**src/cpu_defines.svh**
```systemverilog
`ifndef CPU_DEFINES_SVH
`define CPU_DEFINES_SVH

// core word
`define GRLEN    32

// read address channel
`define Larid    4
`define Laraddr  32
`define Larlen   4
`define Larsize  3
`define Larburst 2
`define Larlock  2
`define Larcache 4
`define Larprot  3

// read data channel
`define Lrid     4
`define Lrdata   32
`define Lrresp   2

// write address channel
`define Lawid    4
`define Lawaddr  32
`define Lawlen   4
`define Lawsize  3
`define Lawburst 2
`define Lawlock  2
`define Lawcache 4
`define Lawprot  3

// write data and response channels
`define Lwid     4
`define Lwdata   32
`define Lwstrb   4
`define Lbid     4
`define Lbresp   2

`endif

```
**src/axi_pkg.sv**
```systemverilog
`include "cpu_defines.svh"

package axi_pkg;

   typedef logic [`Larid-1:0]  axi_id_t;
   typedef logic [`Lrresp-1:0] axi_resp_t;

   // response codes, exokay and decerr are never produced here
   localparam axi_resp_t resp_okay   = 2'b00;
   localparam axi_resp_t resp_slverr = 2'b10;

   // one id per request source
   localparam axi_id_t id_inst = 4'd0;
   localparam axi_id_t id_data = 4'd1;

   // bridge states, one transaction at a time
   typedef enum logic [2:0] {
      b_idle,
      b_ar,
      b_r,
      b_aw_w,
      b_b
   } bridge_state_t;

endpackage

```
**src/cpu_pkg.sv**
```systemverilog
`include "cpu_defines.svh"

package cpu_pkg;

   // address or data word on the core side
   typedef logic [`GRLEN-1:0] word_t;

   // one enable bit per byte lane
   typedef logic [3:0] wstrb_t;

   // number of instructions returned since the last enable
   typedef logic [15:0] fetch_count_t;

   // fetch engine states
   typedef enum logic [1:0] {
      f_idle,
      f_req,
      f_wait,
      f_done
   } fetch_state_t;

endpackage

```
**src/axi_interface.sv**
```systemverilog
`timescale 1ns/1ps
`include "cpu_defines.svh"

module axi_interface (
   input  logic                  aclk,
   input  logic                  aresetn,
   // ar
   output logic [`Larid   -1:0]  arid,
   output logic [`Laraddr -1:0]  araddr,
   output logic [`Larlen  -1:0]  arlen,
   output logic [`Larsize -1:0]  arsize,
   output logic [`Larburst-1:0]  arburst,
   output logic [`Larlock -1:0]  arlock,
   output logic [`Larcache-1:0]  arcache,
   output logic [`Larprot -1:0]  arprot,
   output logic                  arvalid,
   input  logic                  arready,
   // r
   input  logic [`Lrid    -1:0]  rid,
   input  logic [`Lrdata  -1:0]  rdata,
   input  logic [`Lrresp  -1:0]  rresp,
   input  logic                  rlast,
   input  logic                  rvalid,
   output logic                  rready,
   // aw
   output logic [`Lawid   -1:0]  awid,
   output logic [`Lawaddr -1:0]  awaddr,
   output logic [`Lawlen  -1:0]  awlen,
   output logic [`Lawsize -1:0]  awsize,
   output logic [`Lawburst-1:0]  awburst,
   output logic [`Lawlock -1:0]  awlock,
   output logic [`Lawcache-1:0]  awcache,
   output logic [`Lawprot -1:0]  awprot,
   output logic                  awvalid,
   input  logic                  awready,
   // w
   output logic [`Lwid    -1:0]  wid,
   output logic [`Lwdata  -1:0]  wdata,
   output logic [`Lwstrb  -1:0]  wstrb,
   output logic                  wlast,
   output logic                  wvalid,
   input  logic                  wready,
   // b
   input  logic [`Lbid    -1:0]  bid,
   input  logic [`Lbresp  -1:0]  bresp,
   input  logic                  bvalid,
   output logic                  bready,
   // instruction side
   input  logic                  inst_req,
   input  cpu_pkg::word_t        inst_addr,
   output logic                  inst_addr_ok,
   output logic                  inst_valid_f,
   output cpu_pkg::word_t        inst_rdata_f,
   // data side
   input  logic                  data_req,
   input  logic                  data_wr,
   input  cpu_pkg::word_t        data_addr,
   input  cpu_pkg::wstrb_t       data_wstrb,
   input  cpu_pkg::word_t        data_wdata,
   output logic                  data_addr_ok,
   output logic                  data_data_ok_m,
   output cpu_pkg::word_t        data_rdata_m,
   output logic                  data_resp_err
);

   axi_pkg::bridge_state_t state;
   axi_pkg::bridge_state_t state_nxt;
   axi_pkg::axi_id_t       id_q;
   cpu_pkg::word_t         addr_q;
   cpu_pkg::word_t         wdata_q;
   cpu_pkg::word_t         rdata_q;
   cpu_pkg::wstrb_t        wstrb_q;
   logic                   aw_done;
   logic                   w_done;
   logic                   take_data;
   logic                   take_inst;
   logic                   ar_fire;
   logic                   r_fire;
   logic                   aw_fire;
   logic                   w_fire;
   logic                   b_fire;
   logic                   inst_ok_q;
   logic                   data_ok_q;
   logic                   resp_err_q;

   // data wins over instructions
   assign take_data = (state == axi_pkg::b_idle) && data_req;
   assign take_inst = (state == axi_pkg::b_idle) && !data_req && inst_req;

   assign ar_fire = arvalid && arready;
   assign r_fire  = rvalid && rready;
   assign aw_fire = awvalid && awready;
   assign w_fire  = wvalid && wready;
   assign b_fire  = bvalid && bready;

   always_comb begin
      state_nxt = state;
      case (state)
         axi_pkg::b_idle: begin
            if (take_data) begin
               state_nxt = data_wr ? axi_pkg::b_aw_w : axi_pkg::b_ar;
            end else if (take_inst) begin
               state_nxt = axi_pkg::b_ar;
            end
         end
         axi_pkg::b_ar: begin
            if (ar_fire) begin
               state_nxt = axi_pkg::b_r;
            end
         end
         axi_pkg::b_r: begin
            if (r_fire) begin
               state_nxt = axi_pkg::b_idle;
            end
         end
         axi_pkg::b_aw_w: begin
            // aw and w may complete in either order
            if ((aw_done || aw_fire) && (w_done || w_fire)) begin
               state_nxt = axi_pkg::b_b;
            end
         end
         axi_pkg::b_b: begin
            if (b_fire) begin
               state_nxt = axi_pkg::b_idle;
            end
         end
         default: begin
            state_nxt = axi_pkg::b_idle;
         end
      endcase
   end

   always_ff @(posedge aclk or negedge aresetn) begin
      if (!aresetn) begin
         state      <= axi_pkg::b_idle;
         aw_done    <= 1'b0;
         w_done     <= 1'b0;
         inst_ok_q  <= 1'b0;
         data_ok_q  <= 1'b0;
         resp_err_q <= 1'b0;
      end else begin
         state <= state_nxt;
         if (state == axi_pkg::b_aw_w && state_nxt != axi_pkg::b_aw_w) begin
            aw_done <= 1'b0;
            w_done  <= 1'b0;
         end else begin
            if (aw_fire) begin
               aw_done <= 1'b1;
            end
            if (w_fire) begin
               w_done <= 1'b1;
            end
         end
         // return pulses, steered by the id of the beat
         inst_ok_q  <= r_fire && (rid != axi_pkg::id_data);
         data_ok_q  <= (r_fire && (rid == axi_pkg::id_data)) || b_fire;
         // a lone beat must be last, a write response must echo our id
         resp_err_q <= (r_fire && (rresp != axi_pkg::resp_okay || !rlast)) ||
                       (b_fire && (bresp != axi_pkg::resp_okay || bid != id_q));
      end
   end

   // request capture and returned read data
   always_ff @(posedge aclk) begin
      if (take_data) begin
         id_q    <= axi_pkg::id_data;
         addr_q  <= data_addr;
         wdata_q <= data_wdata;
         wstrb_q <= data_wstrb;
      end else if (take_inst) begin
         id_q   <= axi_pkg::id_inst;
         addr_q <= inst_addr;
      end
      if (r_fire) begin
         rdata_q <= rdata;
      end
   end

   // read channels, single beat of 4 bytes, incr burst
   assign arid    = id_q;
   assign araddr  = addr_q;
   assign arlen   = '0;
   assign arsize  = 3'd2;
   assign arburst = 2'b01;
   assign arlock  = '0;
   assign arcache = '0;
   assign arprot  = '0;
   assign arvalid = (state == axi_pkg::b_ar);
   assign rready  = (state == axi_pkg::b_r);

   // write channels, aw and w rise together
   assign awid    = id_q;
   assign awaddr  = addr_q;
   assign awlen   = '0;
   assign awsize  = 3'd2;
   assign awburst = 2'b01;
   assign awlock  = '0;
   assign awcache = '0;
   assign awprot  = '0;
   assign awvalid = (state == axi_pkg::b_aw_w) && !aw_done;
   assign wid     = id_q;
   assign wdata   = wdata_q;
   assign wstrb   = wstrb_q;
   assign wlast   = 1'b1;
   assign wvalid  = (state == axi_pkg::b_aw_w) && !w_done;
   assign bready  = (state == axi_pkg::b_b);

   // core side
   assign inst_addr_ok   = take_inst;
   assign data_addr_ok   = take_data;
   assign inst_valid_f   = inst_ok_q;
   assign inst_rdata_f   = rdata_q;
   assign data_data_ok_m = data_ok_q;
   assign data_rdata_m   = rdata_q;
   assign data_resp_err  = data_ok_q && resp_err_q;

endmodule

```
**src/cpu.sv**
```systemverilog
`timescale 1ns/1ps
`include "cpu_defines.svh"

module cpu (
   input  logic                  clk,
   input  logic                  arst_n,
   // configuration port
   input  logic                  cfg_we,
   input  logic [1:0]            cfg_addr,
   input  cpu_pkg::word_t        cfg_wdata,
   output cpu_pkg::word_t        cfg_rdata,
   // load/store port from the execute stage
   input  logic                  data_req,
   input  logic                  data_wr,
   input  cpu_pkg::word_t        data_addr,
   input  cpu_pkg::wstrb_t       data_wstrb,
   input  cpu_pkg::word_t        data_wdata,
   output logic                  data_addr_ok,
   output logic                  data_data_ok_m,
   output cpu_pkg::word_t        data_rdata_m,
   output logic                  data_resp_err,
   // instruction stream
   output logic                  inst_valid_f,
   output cpu_pkg::word_t        inst_rdata_f,
   output cpu_pkg::word_t        inst_addr,
   output logic                  fetch_done,
   // ar
   output logic [`Larid   -1:0]  arid,
   output logic [`Laraddr -1:0]  araddr,
   output logic [`Larlen  -1:0]  arlen,
   output logic [`Larsize -1:0]  arsize,
   output logic [`Larburst-1:0]  arburst,
   output logic [`Larlock -1:0]  arlock,
   output logic [`Larcache-1:0]  arcache,
   output logic [`Larprot -1:0]  arprot,
   output logic                  arvalid,
   input  logic                  arready,
   // r
   input  logic [`Lrid    -1:0]  rid,
   input  logic [`Lrdata  -1:0]  rdata,
   input  logic [`Lrresp  -1:0]  rresp,
   input  logic                  rlast,
   input  logic                  rvalid,
   output logic                  rready,
   // aw
   output logic [`Lawid   -1:0]  awid,
   output logic [`Lawaddr -1:0]  awaddr,
   output logic [`Lawlen  -1:0]  awlen,
   output logic [`Lawsize -1:0]  awsize,
   output logic [`Lawburst-1:0]  awburst,
   output logic [`Lawlock -1:0]  awlock,
   output logic [`Lawcache-1:0]  awcache,
   output logic [`Lawprot -1:0]  awprot,
   output logic                  awvalid,
   input  logic                  awready,
   // w
   output logic [`Lwid    -1:0]  wid,
   output logic [`Lwdata  -1:0]  wdata,
   output logic [`Lwstrb  -1:0]  wstrb,
   output logic                  wlast,
   output logic                  wvalid,
   input  logic                  wready,
   // b
   input  logic [`Lbid    -1:0]  bid,
   input  logic [`Lbresp  -1:0]  bresp,
   input  logic                  bvalid,
   output logic                  bready
);

   cpu_pkg::word_t        boot_pc;
   logic                  fetch_en;
   cpu_pkg::fetch_count_t fetch_limit;
   cpu_pkg::fetch_count_t fetch_count;
   logic                  inst_req;
   logic                  inst_addr_ok;

   fetch_ctrl_regs u_fetch_ctrl_regs (
      .clk         (clk),
      .arst_n      (arst_n),
      .cfg_we      (cfg_we),
      .cfg_addr    (cfg_addr),
      .cfg_wdata   (cfg_wdata),
      .cfg_rdata   (cfg_rdata),
      .fetch_count (fetch_count),
      .boot_pc     (boot_pc),
      .fetch_en    (fetch_en),
      .fetch_limit (fetch_limit)
   );

   // last fetched word stays internal until decode exists
   fetch_unit u_fetch_unit (
      .clk          (clk),
      .arst_n       (arst_n),
      .boot_pc      (boot_pc),
      .fetch_en     (fetch_en),
      .fetch_limit  (fetch_limit),
      .inst_addr_ok (inst_addr_ok),
      .inst_valid_f (inst_valid_f),
      .inst_rdata_f (inst_rdata_f),
      .inst_req     (inst_req),
      .inst_addr    (inst_addr),
      .fetch_count  (fetch_count),
      .fetch_done   (fetch_done),
      .fetched_inst ()
   );

   // every other bridge port matches a top level name
   axi_interface u_axi_interface (
      .aclk    (clk),
      .aresetn (arst_n),
      .*
   );

endmodule

```
**src/fetch_ctrl_regs.sv**
```systemverilog
`timescale 1ns/1ps

module fetch_ctrl_regs (
   input  logic                  clk,
   input  logic                  arst_n,
   // configuration port
   input  logic                  cfg_we,
   input  logic [1:0]            cfg_addr,
   input  cpu_pkg::word_t        cfg_wdata,
   output cpu_pkg::word_t        cfg_rdata,
   // fetch unit control
   input  cpu_pkg::fetch_count_t fetch_count,
   output cpu_pkg::word_t        boot_pc,
   output logic                  fetch_en,
   output cpu_pkg::fetch_count_t fetch_limit
);

   // register writes
   always_ff @(posedge clk or negedge arst_n) begin
      if (!arst_n) begin
         boot_pc     <= '0;
         fetch_en    <= 1'b0;
         fetch_limit <= '0;
      end else if (cfg_we) begin
         case (cfg_addr)
            2'd0: begin
               boot_pc <= cfg_wdata;
            end
            2'd1: begin
               fetch_en <= cfg_wdata[0];
            end
            2'd2: begin
               fetch_limit <= cfg_wdata[15:0];
            end
            default: begin
               // fetch count is read only
            end
         endcase
      end
   end

   // readback, count is live from the fetch unit
   always_comb begin
      case (cfg_addr)
         2'd0:    cfg_rdata = boot_pc;
         2'd1:    cfg_rdata = cpu_pkg::word_t'(fetch_en);
         2'd2:    cfg_rdata = cpu_pkg::word_t'(fetch_limit);
         default: cfg_rdata = cpu_pkg::word_t'(fetch_count);
      endcase
   end

endmodule

```
**src/fetch_unit.sv**
```systemverilog
`timescale 1ns/1ps

module fetch_unit (
   input  logic                  clk,
   input  logic                  arst_n,
   // from the register block
   input  cpu_pkg::word_t        boot_pc,
   input  logic                  fetch_en,
   input  cpu_pkg::fetch_count_t fetch_limit,
   // bridge handshake
   input  logic                  inst_addr_ok,
   input  logic                  inst_valid_f,
   input  cpu_pkg::word_t        inst_rdata_f,
   output logic                  inst_req,
   output cpu_pkg::word_t        inst_addr,
   // status
   output cpu_pkg::fetch_count_t fetch_count,
   output logic                  fetch_done,
   output cpu_pkg::word_t        fetched_inst
);

   cpu_pkg::fetch_state_t state;
   cpu_pkg::fetch_count_t count_nxt;
   logic                  en_q;
   logic                  en_rise;

   // start only when no request is outstanding
   assign en_rise   = fetch_en && !en_q &&
                      (state == cpu_pkg::f_idle || state == cpu_pkg::f_done);
   assign count_nxt = fetch_count + 16'd1;

   always_ff @(posedge clk or negedge arst_n) begin
      if (!arst_n) begin
         state       <= cpu_pkg::f_idle;
         en_q        <= 1'b0;
         inst_addr   <= '0;
         fetch_count <= '0;
      end else begin
         en_q <= fetch_en;
         if (en_rise) begin
            inst_addr   <= boot_pc;
            fetch_count <= '0;
            // a zero limit finishes at once
            state       <= (fetch_limit == '0) ? cpu_pkg::f_done : cpu_pkg::f_req;
         end else begin
            case (state)
               cpu_pkg::f_req: begin
                  if (inst_addr_ok) begin
                     state <= cpu_pkg::f_wait;
                  end
               end
               cpu_pkg::f_wait: begin
                  if (inst_valid_f) begin
                     fetch_count <= count_nxt;
                     inst_addr   <= inst_addr + 32'd4;
                     state       <= (count_nxt == fetch_limit) ? cpu_pkg::f_done
                                                               : cpu_pkg::f_req;
                  end
               end
               default: begin
                  state <= state;
               end
            endcase
         end
      end
   end

   // last instruction word seen
   always_ff @(posedge clk) begin
      if (state == cpu_pkg::f_wait && inst_valid_f) begin
         fetched_inst <= inst_rdata_f;
      end
   end

   assign inst_req   = (state == cpu_pkg::f_req);
   assign fetch_done = (state == cpu_pkg::f_done);

endmodule

```
**config.mk**
```make
export PLATFORM = sky130hd
export DESIGN_NAME = cpu
export DESIGN_NICKNAME = d
export VERILOG_FILES = /design/src/axi_pkg.sv /design/src/cpu_pkg.sv /design/src/axi_interface.sv /design/src/cpu.sv /design/src/fetch_ctrl_regs.sv /design/src/fetch_unit.sv
export VERILOG_INCLUDE_DIRS = /design/src /design/src/src
export SDC_FILE = /design/constraint.sdc
export NUM_CORES = 1
export LEC_CHECK = 0
export BUFFER_PORTS_ARGS = -buffer_cell sky130_fd_sc_hd__buf_2
export CAP_MARGIN = 20
export CORE_AREA = 2 2 130 259
export DETAILED_ROUTE_END_ITERATION = 12
export DIE_AREA = 0 0 132 261
export GPL_ROUTABILITY_DRIVEN = 0
export PLACE_DENSITY_LB_ADDON = 0.15
export SLEW_MARGIN = 25
export SYNTH_ARGS = -nofsm -noshare
export SYNTH_HDL_FRONTEND = slang
export SYNTH_HIERARCHICAL = 1
export SYNTH_SLANG_ARGS = --single-unit
```
**constraint.sdc**
```tcl
create_clock -name clk -period 4.7 [get_ports clk]
set_input_delay 0.94 -clock clk [delete_from_list [all_inputs] [get_ports clk]]
set_output_delay 0.94 -clock clk [all_outputs]
set_load 0.1 [all_outputs]
```
==> flow_summary.ini <==
[floorplan]
die_h_um = 261
io_pins = 444
start_util_pct = 31.6
dieWidth_um = 132
dieArea_sq_um = 34500
core-area_sq_um = 32600
rows = 94

[setup_path]
reg2reg_from = u_fetch_unit/fetch_count[0]$_DFFE_PN0P_
critPathArrivalTime_ns = 2.61
r2r_cells = 6
slowest_delay_ns = 0.43
crit_required_ns = 3.76
critPathCaptureType = primary output
timing.reg2reg.setup_slack_ns = 1.93
slowest_stage = buf_2
crit_top_cell = buf_2
startpoint_type = input port
cp_top_family = buffers and inverters
cp_cell_sequence = buf_2 -> nor2_2 -> buf_4 -> a22o_1 -> buf_2
crit_buf_inv = 3
cp_max_fo = 25
crit_type = in2out
r2r-end = u_fetch_unit/state[1]$_DFFE_PN0P_

[cts]
post-cts-setup-buffers = 0
post_cts_resize_count = 0
cts_tree = built
h-tree-depth = 1
cts-hold-fix-buffers = 0
cts.path.max_buffers = 3
cts.reportedPaths.clkPinSlew_ns = 0.06
numCtsBuffers = 22
cts_root_buffer = clkbuf_16
clk_latency_ns = 0.52
clkSinkCount = 209

[final_layout]
syn2layout_area_growth_pct = 24.7
layout-drive-gt1-share_pct = 45.8
fin_nets = 1342

[placement]
dp_hpwl_um = 22700
portBuffers = 397

[detailed_routing]
routed_wl_um = 30100
route.detailed.drc = 0
routed-via-count = 7532
wl_per_cell_um = 18.5
drtIter0Drc = 290
drtPass1Iterations = 4
final_antenna_net_count = 0
viasPerCell = 4.62

[global_route]
track_usage_pct = 16.6
grt_pass1_wl_um = 44600
first_global_vias = 7528
grt_max_degree = 79
antenna_found_initial = 5
overflow = 0

[timing]
finalSetupTns_ns = 0
max_slew.worst_pin.slew_ns = 0.960
timing.final.max_slew_violations = 0
final.min_clock_period_ns = 3.55
rsz0062_at_grt = false
fin_crit_sh_pct = 75.6
fin_skew_ns = 0.0122
final-setup-viol-count = 0
fmax_mhz = 282
hold_violations = 0
slew_headroom_pct = 36.0

[run_status]
status = finished, final reports clean

[yosys]
netlist_instances = 854
avgSynthCellArea_sq_um = 12.0
synth_area_sq_um = 10300
ys_warn_count = 6

[hold_path]
worstHoldStart = u_fetch_ctrl_regs/fetch_en$_DFFE_PN0P_
holdCritPathClass = reg2reg
hold_depth = 0
worstHoldEndpoint = u_fetch_unit/en_q$_DFF_PN0_

[flow_run]
maxCapViolCount = 0
worst max-delay path by stage:
stage,end,slack [ns],startpoint,cells past startpoint
detailed placement,cfg_rdata[6],1.13,cfg_addr[1],5
global route,cfg_rdata[9],1.04,cfg_addr[0],5
floorplan,u_axi_interface/data_rdata_m[0]$_DFFE_PP_,0.47,u_axi_interface/state[2]$_DFF_PN0_,4
global placement,cfg_rdata[9],1.22,cfg_addr[0],5
finish,cfg_rdata[6],1.15,cfg_addr[1],5
CTS,cfg_rdata[6],1.12,cfg_addr[1],5
metrics by stage:
step                      hold slack, ns  util (%)  instances  area (sq um)  setup slack (ns)
after floorplan                    0.398         -        898         10400             0.470
after global placement             0.457      36.8       1588         12000              1.22
after detailed placement           0.470      36.8       1588         12000              1.13
after CTS                          0.485      39.3       1628         12800              1.12
after global routing               0.508      39.3       1629         12800              1.04
final                              0.477      39.3       1630         12800              1.15
area by class of cell:
cell class | count | area (sq um)
fill | 3258 | 19800
multi-input combinational | 529 | 3620
timing repair buffer | 405 | 2050
tap | 432 | 541
antenna | 2 | 5.00
sequential | 209 | 5730
clock inverter | 14 | 236
inverter | 13 | 48.8
clock buffer | 26 | 587
routing by layer:
layer | wire [um] | vias to the layer above | track usage (%)
met5 | 35 | - | 0
met4 | 906 | 6 | 6.31
met3 | 2430 | 51 | 4.36
met2 | 14700 | 314 | 28.5
met1 | 12000 | 3636 | 20.1
li1 | - | 3525 | -
sequential cells by signal, summed over array words and instances (netlist names):
name,count
u_axi_interface/wstrb,4
u_fetch_unit/state,2
u_axi_interface/araddr,32
u_axi_interface/wdata,32
u_axi_interface/arid,1
u_axi_interface/data_data_ok_m,1
u_axi_interface/state,3
u_fetch_ctrl_regs/fetch_limit,16
u_axi_interface/resp_err_q,1
u_fetch_unit/inst_addr,32
u_fetch_ctrl_regs/boot_pc,32
u_axi_interface/w_done,1
u_axi_interface/inst_valid_f,1
u_axi_interface/data_rdata_m,32
u_fetch_unit/fetch_count,16
u_axi_interface/aw_done,1
u_fetch_ctrl_regs/fetch_en,1
u_fetch_unit/en_q,1
placed cells by master (no fill, tap or decap), drive strengths merged, types with 15 or more instances in the layout:
master / count
a22o: 15
xor2: 26
o21ai: 39
buf: 405
xnor2: 33
inv: 15
nand3: 27
and2: 20
mux2: 97
edfxtp: 100
dfrtp: 108
conb: 46
nand2: 66
nor2: 51
clkbuf: 26
Power is not shown: default switching activity piles up to over one toggle a cycle in this logic, so the estimate is an artifact.
